==> src/pool_pkg.sv <==
package pool_pkg;

    ////////////////////////////////////////////////////////////
    // Feature map and window sizes
    ////////////////////////////////////////////////////////////
    localparam int IF_BW         = 8;
    localparam int POOL_K        = 2;
    localparam int POOL_IN_SIZE  = 8;
    localparam int STRIDE        = 2;
    localparam int WIN_PER_FRAME = (POOL_IN_SIZE / STRIDE) * (POOL_IN_SIZE / STRIDE);

    typedef logic [IF_BW-1:0]                 pixel_t;
    // Pixel i sits at [i*IF_BW +: IF_BW], i = row*2 + col, row 0 is the older row
    typedef logic [POOL_K*POOL_K*IF_BW-1:0]   window_t;
    typedef logic [15:0]                      result_t;
    typedef logic [15:0]                      count_t;
    typedef logic [$clog2(POOL_IN_SIZE)-1:0]  coord_t;

    ////////////////////////////////////////////////////////////
    // Pool modes and APB register map
    ////////////////////////////////////////////////////////////
    localparam logic [1:0] MODE_MAX  = 2'd0;
    localparam logic [1:0] MODE_AVG  = 2'd1;
    localparam logic [1:0] MODE_BOTH = 2'd2;

    localparam logic [3:0] ADDR_CTRL  = 4'h0;
    localparam logic [3:0] ADDR_COUNT = 4'h4;

    typedef enum logic [1:0] {
        FILL_ROW,
        PAIR_ROW,
        FRAME_DONE
    } lb_state_t;

endpackage

==> src/line_buffer.sv <==
`timescale 1ns/1ps

module line_buffer (
    input  logic              clk,
    input  logic              reset_n,
    input  logic              i_en,
    input  logic              i_in_valid,
    input  pool_pkg::pixel_t  i_in_pixel,
    output logic              o_window_valid,
    output pool_pkg::window_t o_window,
    output logic              o_window_last
);
    import pool_pkg::*;

    lb_state_t state;
    coord_t    x_cnt;
    coord_t    y_cnt;
    pixel_t    row_mem [0:POOL_IN_SIZE-1];
    pixel_t    prev_pixel;
    logic      accept;
    logic      x_end;
    logic      y_end;
    logic      win_done;

    assign accept   = i_en && i_in_valid;
    assign x_end    = (x_cnt == coord_t'(POOL_IN_SIZE - 1));
    assign y_end    = (y_cnt == coord_t'(POOL_IN_SIZE - 1));
    // Odd column of an odd row closes a stride-2 window
    assign win_done = accept && (state == PAIR_ROW) && ((x_cnt % STRIDE) == (STRIDE - 1));

    ////////////////////////////////////////////////////////////
    // Raster position
    ////////////////////////////////////////////////////////////
    always_ff @(posedge clk or negedge reset_n) begin
        if (!reset_n) begin
            x_cnt <= '0;
            y_cnt <= '0;
        end else if (accept) begin
            if (x_end) begin
                x_cnt <= '0;
                y_cnt <= y_end ? '0 : y_cnt + 3'd1;
            end else begin
                x_cnt <= x_cnt + 3'd1;
            end
        end
    end

    always_ff @(posedge clk or negedge reset_n) begin
        if (!reset_n) begin
            state <= FILL_ROW;
        end else begin
            case (state)
                FILL_ROW: begin
                    if (accept && x_end) state <= PAIR_ROW;
                end
                PAIR_ROW: begin
                    if (accept && x_end) state <= y_end ? FRAME_DONE : FILL_ROW;
                end
                // Single cycle marker between frames
                FRAME_DONE: state <= FILL_ROW;
                default:    state <= FILL_ROW;
            endcase
        end
    end

    ////////////////////////////////////////////////////////////
    // Row store and window capture
    ////////////////////////////////////////////////////////////
    always_ff @(posedge clk) begin
        // Even rows land in the store, also during FRAME_DONE
        if (accept && (state != PAIR_ROW)) row_mem[x_cnt] <= i_in_pixel;
        if (accept && (state == PAIR_ROW)) prev_pixel <= i_in_pixel;
        if (win_done) begin
            o_window <= {i_in_pixel, prev_pixel, row_mem[x_cnt], row_mem[x_cnt - 3'd1]};
        end
    end

    always_ff @(posedge clk or negedge reset_n) begin
        if (!reset_n) begin
            o_window_valid <= 1'b0;
            o_window_last  <= 1'b0;
        end else begin
            o_window_valid <= win_done;
            o_window_last  <= win_done && x_end && y_end;
        end
    end

endmodule

==> src/max_pool.sv <==
`timescale 1ns/1ps

module max_pool (
    input  logic              clk,
    input  logic              reset_n,
    input  logic              i_window_valid,
    input  pool_pkg::window_t i_window,
    output logic              o_max_valid,
    output pool_pkg::pixel_t  o_max
);
    import pool_pkg::*;

    pixel_t max_top;
    pixel_t max_bot;
    pixel_t max_all;

    // Two-level compare tree, unsigned pixels
    assign max_top = (i_window[0*IF_BW +: IF_BW] > i_window[1*IF_BW +: IF_BW]) ?
                     i_window[0*IF_BW +: IF_BW] : i_window[1*IF_BW +: IF_BW];
    assign max_bot = (i_window[2*IF_BW +: IF_BW] > i_window[3*IF_BW +: IF_BW]) ?
                     i_window[2*IF_BW +: IF_BW] : i_window[3*IF_BW +: IF_BW];
    assign max_all = (max_top > max_bot) ? max_top : max_bot;

    always_ff @(posedge clk) begin
        if (i_window_valid) o_max <= max_all;
    end

    always_ff @(posedge clk or negedge reset_n) begin
        if (!reset_n) begin
            o_max_valid <= 1'b0;
        end else begin
            o_max_valid <= i_window_valid;
        end
    end

endmodule

==> src/avg_pool.sv <==
`timescale 1ns/1ps

module avg_pool (
    input  logic              clk,
    input  logic              reset_n,
    input  logic              i_window_valid,
    input  pool_pkg::window_t i_window,
    output logic              o_avg_valid,
    output pool_pkg::pixel_t  o_avg
);
    import pool_pkg::*;

    logic [IF_BW+1:0] sum;

    // Four 8-bit terms fit in 10 bits
    assign sum = {2'b00, i_window[0*IF_BW +: IF_BW]}
               + {2'b00, i_window[1*IF_BW +: IF_BW]}
               + {2'b00, i_window[2*IF_BW +: IF_BW]}
               + {2'b00, i_window[3*IF_BW +: IF_BW]};

    // Shift by two gives the floor of sum / 4
    always_ff @(posedge clk) begin
        if (i_window_valid) o_avg <= sum[IF_BW+1:2];
    end

    always_ff @(posedge clk or negedge reset_n) begin
        if (!reset_n) begin
            o_avg_valid <= 1'b0;
        end else begin
            o_avg_valid <= i_window_valid;
        end
    end

endmodule

==> src/pool_merge.sv <==
`timescale 1ns/1ps

module pool_merge (
    input  logic              clk,
    input  logic              reset_n,
    input  logic [1:0]        i_mode,
    input  logic              i_max_valid,
    input  pool_pkg::pixel_t  i_max,
    input  logic              i_avg_valid,
    input  pool_pkg::pixel_t  i_avg,
    input  logic              i_window_last,
    input  logic              i_count_clr,
    output logic              o_out_valid,
    output pool_pkg::result_t o_out_result,
    output logic              o_out_last,
    output pool_pkg::count_t  o_count
);
    import pool_pkg::*;

    logic    both_valid;
    logic    last_d;
    result_t result_next;

    assign both_valid = i_max_valid && i_avg_valid;

    always_comb begin
        case (i_mode)
            MODE_MAX: result_next = {8'h00, i_max};
            MODE_AVG: result_next = {8'h00, i_avg};
            // MODE_BOTH and the spare code 3
            default:  result_next = {i_max, i_avg};
        endcase
    end

    always_ff @(posedge clk) begin
        if (both_valid) o_out_result <= result_next;
    end

    always_ff @(posedge clk or negedge reset_n) begin
        if (!reset_n) begin
            last_d      <= 1'b0;
            o_out_valid <= 1'b0;
            o_out_last  <= 1'b0;
        end else begin
            last_d      <= i_window_last;   // line buffer to pool unit delay
            o_out_valid <= both_valid;
            o_out_last  <= both_valid && last_d;
        end
    end

    // Result counter, clear has priority
    always_ff @(posedge clk or negedge reset_n) begin
        if (!reset_n) begin
            o_count <= '0;
        end else if (i_count_clr) begin
            o_count <= '0;
        end else if (o_out_valid) begin
            o_count <= o_count + 16'd1;
        end
    end

endmodule

==> src/pool_apb_regs.sv <==
`timescale 1ns/1ps

module pool_apb_regs (
    input  logic             clk,
    input  logic             reset_n,
    input  logic             i_psel,
    input  logic             i_penable,
    input  logic             i_pwrite,
    input  logic [3:0]       i_paddr,
    input  logic [31:0]      i_pwdata,
    output logic [31:0]      o_prdata,
    output logic             o_pready,
    output logic             o_pslverr,
    output logic             o_en,
    output logic [1:0]       o_mode,
    output logic             o_count_clr,
    input  pool_pkg::count_t i_count
);
    import pool_pkg::*;

    logic access;
    logic hit_ctrl;
    logic hit_count;
    logic wr_ctrl;

    ////////////////////////////////////////////////////////////
    // Access decode
    ////////////////////////////////////////////////////////////
    assign access    = i_psel && i_penable;
    assign hit_ctrl  = (i_paddr == ADDR_CTRL);
    assign hit_count = (i_paddr == ADDR_COUNT);
    assign wr_ctrl   = access && i_pwrite && hit_ctrl;

    // No wait states
    assign o_pready  = 1'b1;
    // Unknown address, or a write to the read-only count
    assign o_pslverr = access && (!(hit_ctrl || hit_count) || (i_pwrite && hit_count));

    always_comb begin
        o_prdata = 32'h0;
        if (access && !i_pwrite) begin
            if (hit_ctrl)  o_prdata = {28'h0, 1'b0, o_mode, o_en};
            if (hit_count) o_prdata = {16'h0, i_count};
        end
    end

    ////////////////////////////////////////////////////////////
    // CTRL fields
    ////////////////////////////////////////////////////////////
    always_ff @(posedge clk or negedge reset_n) begin
        if (!reset_n) begin
            o_en        <= 1'b0;
            o_mode      <= MODE_MAX;
            o_count_clr <= 1'b0;
        end else begin
            o_count_clr <= wr_ctrl && i_pwdata[3];   // self-clearing
            if (wr_ctrl) begin
                o_en   <= i_pwdata[0];
                o_mode <= i_pwdata[2:1];
            end
        end
    end

endmodule

==> src/pool_core.sv <==
`timescale 1ns/1ps

module pool_core (
    input  logic              clk,
    input  logic              reset_n,
    input  logic              i_in_valid,
    input  pool_pkg::pixel_t  i_in_pixel,
    output logic              o_out_valid,
    output pool_pkg::result_t o_out_result,
    output logic              o_out_last,
    input  logic              i_psel,
    input  logic              i_penable,
    input  logic              i_pwrite,
    input  logic [3:0]        i_paddr,
    input  logic [31:0]       i_pwdata,
    output logic [31:0]       o_prdata,
    output logic              o_pready,
    output logic              o_pslverr
);
    import pool_pkg::*;

    logic       en;
    logic [1:0] mode;
    logic       count_clr;
    count_t     count;
    logic       window_valid;
    window_t    window;
    logic       window_last;
    logic       max_valid;
    pixel_t     max_val;
    logic       avg_valid;
    pixel_t     avg_val;

    ////////////////////////////////////////////////////////////
    // Configuration
    ////////////////////////////////////////////////////////////
    pool_apb_regs u_regs (
        .clk(clk), .reset_n(reset_n),
        .i_psel(i_psel), .i_penable(i_penable), .i_pwrite(i_pwrite),
        .i_paddr(i_paddr), .i_pwdata(i_pwdata), .o_prdata(o_prdata),
        .o_pready(o_pready), .o_pslverr(o_pslverr),
        .o_en(en), .o_mode(mode), .o_count_clr(count_clr), .i_count(count)
    );

    ////////////////////////////////////////////////////////////
    // Pixel pipeline
    ////////////////////////////////////////////////////////////
    line_buffer u_line_buffer (
        .clk(clk), .reset_n(reset_n), .i_en(en),
        .i_in_valid(i_in_valid), .i_in_pixel(i_in_pixel),
        .o_window_valid(window_valid), .o_window(window), .o_window_last(window_last)
    );

    max_pool u_max_pool (
        .clk(clk), .reset_n(reset_n),
        .i_window_valid(window_valid), .i_window(window),
        .o_max_valid(max_valid), .o_max(max_val)
    );

    avg_pool u_avg_pool (
        .clk(clk), .reset_n(reset_n),
        .i_window_valid(window_valid), .i_window(window),
        .o_avg_valid(avg_valid), .o_avg(avg_val)
    );

    pool_merge u_merge (
        .clk(clk), .reset_n(reset_n), .i_mode(mode),
        .i_max_valid(max_valid), .i_max(max_val),
        .i_avg_valid(avg_valid), .i_avg(avg_val),
        .i_window_last(window_last), .i_count_clr(count_clr),
        .o_out_valid(o_out_valid), .o_out_result(o_out_result),
        .o_out_last(o_out_last), .o_count(count)
    );

endmodule

==> config.mk <==
export PLATFORM = sky130hd
export DESIGN_NAME = pool_core
export DESIGN_NICKNAME = d
export VERILOG_FILES = /design/src/pool_pkg.sv /design/src/line_buffer.sv /design/src/max_pool.sv /design/src/avg_pool.sv /design/src/pool_merge.sv /design/src/pool_apb_regs.sv /design/src/pool_core.sv
export SDC_FILE = /design/constraint.sdc
export NUM_CORES = 1
export LEC_CHECK = 0
export BUFFER_PORTS_ARGS = -buffer_cell sky130_fd_sc_hd__buf_2
export CORE_AREA = 4 4 138 140
export DETAILED_ROUTE_END_ITERATION = 10
export DIE_AREA = 0 0 142 144
export PLACE_DENSITY = 0.7
export SLEW_MARGIN = 0
export SYNTH_ARGS = -nofsm -noshare
export SYNTH_HDL_FRONTEND = slang
export SYNTH_SLANG_ARGS = --single-unit
==> constraint.sdc <==
create_clock -name clk -period 3.1 [get_ports clk]
set_input_delay 0.62 -clock clk [delete_from_list [all_inputs] [get_ports clk]]
set_output_delay 0.62 -clock clk [all_outputs]
set_load 0.005 [all_outputs]
* After elaboration in Yosys (flattened, before gate mapping)
Memories as Yosys holds them, arrays and structs flattened. A register that Yosys moved wholly into a read port is not among the register bits.
Cells that the tools add are included.
** Storage, ports and cells
- Input port bits :: 50
- Flip-flop bits (word level) :: 106
- Memories :: 1
- RAM bits :: 64
- Logic and storage cells :: 79
- Output and inout bits :: 52
** Cells by class
- $add $sub $neg :: 7
- $lt $le $gt $ge :: 3
- Eq/ne operators :: 8
- Reductions and logical operators :: 25
- Mux-type cells :: 17
** Memory list
- u_line_buffer.row_mem :: depth 8, bits a word 8, read ports 2, clocked after Yosys merged registers in 2, wr ports 1, RTL line line_buffer.sv:18 : pixel_t row_mem [0:POOL_IN_SIZE-1];
** Operator list (number)
- two-way mux 16 bit :: 4
- case mux 16 bit (2 select lines) :: 1
- greater-than comparator 8 bit :: 3
- two-way mux 8 bit :: 3
- adder 10 x 8 -> 10 bit :: 2
- adder 16 x 1 -> 16 bit (second input constant) :: 1
- logical AND 1 bit :: 15
- adder 8 x 8 -> 9 bit :: 1
- two-way mux 3 bit :: 3
- adder 3 x 1 -> 3 bit (second input constant) :: 2
- equality test 3 bit (second input constant) :: 2
- two-way mux 2 bit :: 3
- != test 2 x 1 -> 1 bit (second input constant) :: 3
- equality test 2 x 1 -> 1 bit (second input constant) :: 2
- equality test 4 x 3 -> 1 bit (second input constant) :: 1
- logical NOT 2 bit :: 2
- logical NOT 4 bit :: 1
- case mux 2 bit (2 select lines) :: 1
- AND reduction 2 bit :: 2
- subtractor 3 x 1 -> 3 bit (second input constant) :: 1
- logical NOT 1 bit :: 2
- logical OR 1 bit :: 2
- two-way mux 1 bit :: 2
- nonzero test 2 bit :: 1

* Logic depth before layout (Yosys ltp)
Gate-level depths: netlist of the first run.
- Depth after elaboration :: 5
- Depth in mapped cells :: 15
- Mapped depth without buffers :: 15

* Hierarchy
A second synthesis of the first run with hierarchy kept.
** Unflattened totals
- Cell total of the unflattened synthesis :: 637
- Area total of the unflattened synthesis :: 8998.6 sq um
** Modules (own cells, without submodules)
- line_buffer :: area each 4724.5 sq um, cells each 235, sequential area each 3373.2 sq um, instances 1
- pool_merge :: area each 1586.5 sq um, cells each 120, sequential area each 955.9 sq um, instances 1
- max_pool :: area each 1151.1 sq um, cells each 119, sequential area each 265.3 sq um, instances 1
- avg_pool :: area each 1041.0 sq um, cells each 107, sequential area each 265.3 sq um, instances 1
- pool_apb_regs :: area each 495.5 sq um, cells each 56, sequential area each 100.1 sq um, instances 1

* Worst setup path after synthesis of the first run
OpenSTA, ideal clock, no wires.
- Kind :: register -> register
- From :: reg u_line_buffer.o_window[1], read port of u_line_buffer.row_mem
- To :: reg u_max_pool.o_max[0], data pin
- Data arrival time :: 3005 ps
- Data required time :: 2827 ps
- Path slack :: -178 ps
- Cell stages (with the launch flop) :: 15
- Library setup time :: 273 ps
- Buffers on the path :: 0
- Period minus slack after synthesis :: 3278 ps
- Cell sequence :: edfxtp_1 -> ha_1 -> nor2b_4 -> o211ai_2 -> a21oi_2 -> o32ai_4 -> mux2i_1 -> inv_1 -> ha_1 -> nor2b_1 -> o21ai_0 -> nand2b_1 -> a211oi_1 -> nor2_2 -> mux2i_1
** On the way
- Longest elaborated chain between the ends :: 4
** Ends and longest elaborated chain
- start: declaration :: RTL line line_buffer.sv:10 : output pool_pkg::window_t o_window,
- greater-than comparator 8 bit :: RTL line max_pool.sv:18 : assign max_top = (i_window[0*IF_BW +: IF_BW] > i_window[1*IF_BW +: IF_BW]) ?
- two-way mux 8 bit (*) :: RTL line max_pool.sv:18
- greater-than comparator 8 bit :: RTL line max_pool.sv:22 : assign max_all = (max_top > max_bot) ? max_top : max_bot;
- two-way mux 8 bit (*) :: RTL line max_pool.sv:22
- net u_max_pool.max_all[0] :: RTL line max_pool.sv:15 : pixel_t max_all;
- end signal: assignment :: RTL line max_pool.sv:25 : if (i_window_valid) o_max <= max_all;
- end: declaration :: RTL line max_pool.sv:9 : output pool_pkg::pixel_t o_max
The timed path passes the listed nets; every way through them passes the cells marked *.
A chain may end at the register's enable or synchronous reset.

* Worst setup path in the final report of the first run
- From :: reg u_line_buffer.o_window[25]
- To :: reg u_max_pool.o_max[4], data pin
** On the way
- Longest elaborated chain between the ends :: 4
** Ends and longest elaborated chain
- start signal: assignment :: RTL line line_buffer.sv:74 : o_window <= {i_in_pixel, prev_pixel, row_mem[x_cnt], row_mem[x_cnt - 3'd1]};
- greater-than comparator 8 bit :: RTL line max_pool.sv:20 : assign max_bot = (i_window[2*IF_BW +: IF_BW] > i_window[3*IF_BW +: IF_BW]) ?
- two-way mux 8 bit (*) :: RTL line max_pool.sv:20
- greater-than comparator 8 bit :: RTL line max_pool.sv:22
- two-way mux 8 bit (*) :: RTL line max_pool.sv:22
- net u_max_pool.max_all[4] :: RTL line max_pool.sv:15
Marked as above.

==> results of run 1 <==
worst max path at each step:
stage                                from             endpoint  depth (start not counted)
2_1_floorplan   u_line_buffer.o_window[1]  u_max_pool.o_max[0]                         14
3_3_place_gp    u_line_buffer.o_window[0]  u_avg_pool.o_avg[7]                         14
3_5_place_dp    u_line_buffer.o_window[9]  u_max_pool.o_max[4]                         16
4_1_cts         u_line_buffer.o_window[1]  u_avg_pool.o_avg[7]                         14
5_1_grt         u_line_buffer.o_window[9]  u_max_pool.o_max[1]                         16
6_report       u_line_buffer.o_window[25]  u_max_pool.o_max[4]                         15
kinds of logic after synthesis:
family                   share of synthesized area
AND/OR/NAND/NOR                             0.0900
XOR/XNOR                                    0.0290
AO/OA/AOI/OAI                               0.0424
other                                     0.000857
multiplexers                                 0.141
flip-flops                                   0.563
adder cells (fa/ha/maj)                     0.0863
buffers and inverters                       0.0473
worst max-delay path: cells and delay by family, from the launching register on:
family                     cells  cell delay (ns)
buffers and inverters          4             0.53
adders and majority gates      2             0.42
and+or+nand+nor                3             0.34
muxes                          3             0.77
AOI/OAI and AO/OA              3             0.52
DFF                            1             0.42
registers in the layout (all words and copies together), names as in the netlist, 3 cells and up:
name / flops
u_line_buffer.y_cnt: 3
u_line_buffer.row_mem: 64
u_max_pool.o_max: 8
u_merge.o_out_result: 16
u_avg_pool.o_avg: 8
u_line_buffer.x_cnt: 3
u_line_buffer.o_window: 32
u_line_buffer.prev_pixel: 8
u_merge.o_count: 16
timing repair:
item                                   in CTS  in global routing
pin swaps                                   8                 23
resized for setup                          36                 32
gates cloned                                0                  0
buffers inserted                            2                  6
endpoints found under the hold margin       0                  0
setup endpoints to repair                  14                 14
per-layer routing:
| metal | up-vias | track usage | wire (um) |
|---|---|---|---|
| li1 | 2563 | - | - |
| met1 | 2636 | 0.205 | 6940 |
| met2 | 121 | 0.313 | 9240 |
| met3 | 21 | 0.0351 | 707 |
| met4 | 0 | 0.0571 | 280 |
| met5 | - | 0 | 0 |
where the power goes:
group | switching (mW) | leakage (nW) | internal (mW)
Combinational | 0.644 | 2.48 | 0.698
Clock | 0.886 | 0.263 | 1.19
Sequential | 0.0533 | 1.69 | 2.58
stage by stage:
step / cell area (um^2) / std cells / power, mW / util / setup WS (ns)
final: 10900 / 1023 / 6.05 / 0.609 / -0.170
after CTS: 10600 / 1018 / 6.09 / 0.597 / -0.169
after global routing: 10900 / 1023 / 6.33 / 0.609 / -0.330
after detailed placement: 9890 / 986 / 4.02 / 0.554 / -0.357
after global placement: 9890 / 986 / 3.99 / 0.554 / -0.305
after floorplan: 8850 / 647 / 3.72 / - / -0.116
final cells by class:
cell class                 count  share of cell area
clock inverter                13              0.0134
clock buffer                  18              0.0395
inverter                      54              0.0187
multi-input combinational    389               0.353
tap                          229              0.0264
sequential                   170               0.454
timing repair buffer         150              0.0948
cells in the final DEF, fill, tap and decap left out, types with 3 or more instances in the layout:
cell,n
nor3_1,8
o21ai_0,6
a211oi_2,4
a21oi_2,8
clkinvlp_4,5
nor2b_1,5
dfrtp_1,34
nand2b_1,6
inv_6,4
nor2_1,39
nand3_1,5
buf_2,56
clkbuf_16,17
o21ai_2,3
buf_4,87
mux4_2,29
xor2_1,17
mux2i_1,21
fa_1,6
a21o_1,5
edfxtp_1,136
mux2_2,23
ha_1,33
nand2_1,37
a221oi_1,3
mux2i_2,6
and2_1,25
a21oi_1,5
mux2i_4,5
inv_1,46
nand4_1,14
ha_4,12
and3_1,3
conb_1,17
xnor2_1,9
buf_6,5
inv_2,7
fa_2,3
==> impl_metrics.tcl, run 1 <==
set metrics [dict create \
    clkTransAtPathRegs_ns 0.06 \
    crit_fanout 8 \
    overflow 0 \
    fin_setup_tns_ns -1.56 \
    grt_pass1_wl_um 27500 \
    crit_path_end_kind "register" \
    power.density_nw_per_um2 557 \
    syn_area_um2 8760 \
    crit_required_ns 3.27 \
    worstMarginPinSlew_ns 0.773 \
    cp_cell_sequence "inv_2 -> ha_1 -> nor2b_1 -> o211ai_2 -> a21oi_2 -> o32ai_4 -> buf_6 -> buf_4 -> mux2i_1 -> ha_4 -> nand4_1 -> mux2i_2 -> nor2_4 -> buf_12 -> mux2i_1" \
    fin_skew_ns 0.00767 \
    timing.rr.end "u_max_pool.o_max[4]" \
    ctsHoldBuffers 0 \
    n_antenna_cell 0 \
    drtIter0Drc 323 \
    synth_most_common_cell "edfxtp_1" \
    fmax_mhz 306 \
    cellLeakagePower_nw 4.43 \
    crit_slowest_cell "edfxtp_1" \
    start_kind "register" \
    hold_slack_ns 0.255 \
    dieArea_um2 20400 \
    min_period_over_period 1.05 \
    synth_enable_flop_cells 136 \
    holdCritPathClass "input port to asynchronous set/reset pin" \
    die_w_um 142 \
    multi_input_area_um2 3830 \
    die-height_um 144 \
    relSlewSlack 0.484 \
    hold_viol_final 0 \
    clk_latency_ns 0.43 \
    cts_root_buf "clkbuf_16" \
    violations "setup timing" \
    synth_common_cells "edfxtp_1, inv_1, ha_1" \
    slew_violations 0 \
    outcome "complete, but fails checks" \
    rsz0062_at_grt "true" \
    synth_top_area_frac 0.466 \
    cts_made_buffers 17 \
    ys.flop_type "edfxtp_1" \
    ys_seq_elements 170 \
    wl_per_cell_um 16.8 \
    yosysWarnings 0 \
    ys_async_sr_fraction 0.200 \
    drcViolationCount 0 \
    cts_tree "built" \
    core_area_um2 17800 \
    syn_area_per_cell_um2 13.9 \
    ctsHtreeMaxLevel 4 \
    drive_above_1_share 0.377 \
    rr_startpoint "u_line_buffer.o_window[25]" \
    setup_slack_ns -0.170 \
    synthDistinctLibCells 46 \
    numPortBuffers 56 \
    critPathKind "register to register" \
    slowest_delay_ns 0.42 \
    antenna_found_initial 0 \
    grt_max_degree 38 \
    vdd_drop_max_mv 0.448 \
    dp_hpwl_um 12400 \
    track_usage 0.172 \
    first_pass_iters 4 \
    synthTopCellsByArea "edfxtp_1, dfrtp_1, mux4_2" \
    critPathArrivalTime_ns 3.44 \
    cts.path.max_buffers 2 \
    rows 49 \
    period_minus_slack_ns 3.27 \
    maxCapViolCount 0 \
    initial_core_util 0.491 \
    wirelength_um 17200 \
    regArea_um2 4930 \
    seq_area_frac_synth 0.563 \
    fill_cells 1324 \
    vias 5341 \
    cts.sinks 170 \
    place.gp.congestion 0.845 \
    area_delta_synth_final_pct 24.0 \
    cp_common_cell "mux2i_1" \
    ios 102 \
    nets 887 \
    synthCells 632 \
    grt_pass1_vias 5449 \
    worst-r2r-setup-slack_ns -0.17 \
    final_antenna_net_count 0 \
    via_per_inst 5.22 \
    finalSetupViolCount 11 \
    yosysTopAreaCell "edfxtp_1" \
    r2r_cells 15 \
]
Power figures use the tool's default switching activity.
==> run 2, diff against run 1 <==
Settings changed: BUFFER_PORTS_ARGS -buffer_cell sky130_fd_sc_hd__buf_2 to -buffer_cell sky130_fd_sc_hd__buf_4.
==> run 2 against run 1 <==
Effect of this change: the run still ends with setup timing left; register-to-register slack about the same; clock-buffer cell count is the same; wire length decreased by 0.43%; largest power group unchanged; clock power is essentially flat.
==> impl_metrics.tcl, run 2 (synthesis gave the netlist of run 1 again) <==
set metrics [dict create \
    die-height_um 144 \
    grt_busiest_layer "met2" \
    fmax_mhz 305 \
    ctsHtreeMaxLevel 4 \
    slowest_delay_ns 0.40 \
    setup_slack_ns -0.174 \
    min_period_over_period 1.06 \
    largest_registers "u_line_buffer.row_mem (64), u_line_buffer.o_window (32)" \
    rsz0062_at_grt "true" \
    dieArea_um2 20400 \
    layout_commonest_cell "buf_4" \
    holdCritPathClass "input port to asynchronous set/reset pin" \
    rr_startpoint "u_line_buffer.o_window[17]" \
    hold_slack_ns 0.124 \
    grt_pass1_wl_um 27000 \
    crit_slowest_cell "edfxtp_1" \
    initial_core_util 0.491 \
    maxCapViolCount 0 \
    drcViolationCount 0 \
    track_usage 0.171 \
    met3_usage 0.0400 \
    crit_fanout 8 \
    ios 102 \
    finalSetupViolCount 11 \
    grt_use_met2 0.317 \
    drtIter0Drc 341 \
    cts.path.max_buffers 2 \
    dp_hpwl_um 12500 \
    final_antenna_net_count 0 \
    fin_skew_ns 0.00693 \
    critPathKind "register to register" \
    power.density_nw_per_um2 550 \
    top_register "u_line_buffer.row_mem" \
    die_w_um 142 \
    cp_cell_sequence "ha_1 -> nor2b_1 -> o211ai_2 -> a21oi_2 -> o32ai_4 -> buf_6 -> mux2i_4 -> ha_4 -> nor2b_1 -> o21ai_1 -> nand2b_1 -> a211oi_2 -> nor2_4 -> buf_12 -> mux2i_1" \
    place_inst 992 \
    drive_above_1_share 0.377 \
    n_antenna_cell 0 \
    nets 895 \
    outcome "complete, but fails checks" \
    worstMarginPinSlew_ns 0.758 \
    cts.sinks 170 \
    cts_tree "built" \
    core_area_um2 17800 \
    start_kind "register" \
    antenna_found_initial 0 \
    cellLeakagePower_nw 4.51 \
    cts_made_buffers 17 \
    place.gp.congestion 0.826 \
    relSlewSlack 0.494 \
    crit_required_ns 3.28 \
    via_per_inst 5.20 \
    first_pass_iters 5 \
    ctsHoldBuffers 0 \
    period_minus_slack_ns 3.27 \
    wl_per_cell_um 16.6 \
    grtUsageMet1 0.196 \
    largest_register_ffs 64 \
    vdd_drop_max_mv 0.454 \
    worstSetupStartpoint "u_line_buffer.o_window[17]" \
    slew_violations 0 \
    violations "setup timing" \
    rows 49 \
    overflow 0 \
    critPathArrivalTime_ns 3.45 \
    final_cell_count_no_fill 1032 \
    area_delta_synth_final_pct 25.5 \
    layout_common_cells "buf_4, edfxtp_1, inv_1, nor2_1, nand2_1" \
    grt_max_degree 38 \
    cts_root_buf "clkbuf_16" \
    wirelength_um 17100 \
    clk_latency_ns 0.43 \
    grt_pass1_vias 5502 \
    clkTransAtPathRegs_ns 0.06 \
    crit_path_end_kind "register" \
    hold_viol_final 0 \
    cp_common_cell "nor2b_1" \
    vias 5362 \
    numPortBuffers 56 \
]
-- run 2: cell count changes in the layout (fill, tap and decap cells not counted), moves of 2 or more --
| cell | previous run | this run |
|---|---|---|
| buf_2 | 56 | 0 |
| buf_4 | 87 | 151 |
| clkinv_2 | 0 | 2 |
| clkinvlp_4 | 5 | 2 |
| ha_1 | 33 | 36 |
| ha_4 | 12 | 8 |
| mux2i_1 | 21 | 19 |
-- run 2: area by class of cell --
type | instances | area [um^2]
Clock buffer | 18 | 429
Clock inverter | 14 | 145
Fill cell | 1316 | 6850
Inverter | 54 | 203
Multi-Input combinational cell | 389 | 3770
Sequential cell | 170 | 4930
Tap cell | 229 | 287
Timing Repair Buffer | 158 | 1230
-- run 2: timing repair --
action                                  CTS  global route
gates resized for setup                  44            20
pin swaps                                23            16
gates cloned                              0             0
endpoints found under the setup margin   14            14
buffers inserted                          5             5
-- run 2: final timing paths --
check | endpoint | slack [ns] | cells past startpoint
min in group clk | u_merge.last_d | 0.36 | 0
hold reg to reg | u_merge.last_d | 0.36 | 0
max in group asynchronous | u_line_buffer.x_cnt[0] | 2.67 | 1
setup / recovery | u_max_pool.o_max[5] | -0.17 | 15
setup reg to reg | u_max_pool.o_max[5] | -0.17 | 15
hold / removal | u_merge.o_count[5] | 0.12 | 1
-- run 2: per-stage QoR --
step	power, mW	area, um^2	util	setup TNS [ns]	setup slack [ns]
floorplan	3.72	8850	-	-0.949	-0.116
global placement	3.99	10100	0.565	-3.00	-0.314
detailed placement	4.03	10100	0.565	-3.53	-0.325
CTS	6.12	10900	0.610	-1.41	-0.160
global route	6.32	11000	0.616	-3.31	-0.312
finish	6.05	11000	0.616	-1.56	-0.174
-- run 2: report_power, final --
part | internal (mW) | total, mW | switching, mW
combinational | 0.699 | 1.35 | 0.648
clock | 1.19 | 2.07 | 0.881
sequential | 2.58 | 2.63 | 0.0555
total | 4.47 | 6.05 | 1.58
-- run 2: critical path: cells and delay by family, from the launching register on --
kind	cells	cell delay [ns]
compound gates	5	0.97
simple gates	4	0.42
fa+ha+maj	2	0.56
flops	1	0.40
mux	2	0.38
buf+inv	2	0.30
-- run 2: per-layer routing --
metal | vias up | wire length (um)
li1 | 2579 | -
met5 | - | 0
met2 | 117 | 9270
met3 | 23 | 690
met1 | 2643 | 6840
met4 | 0 | 295
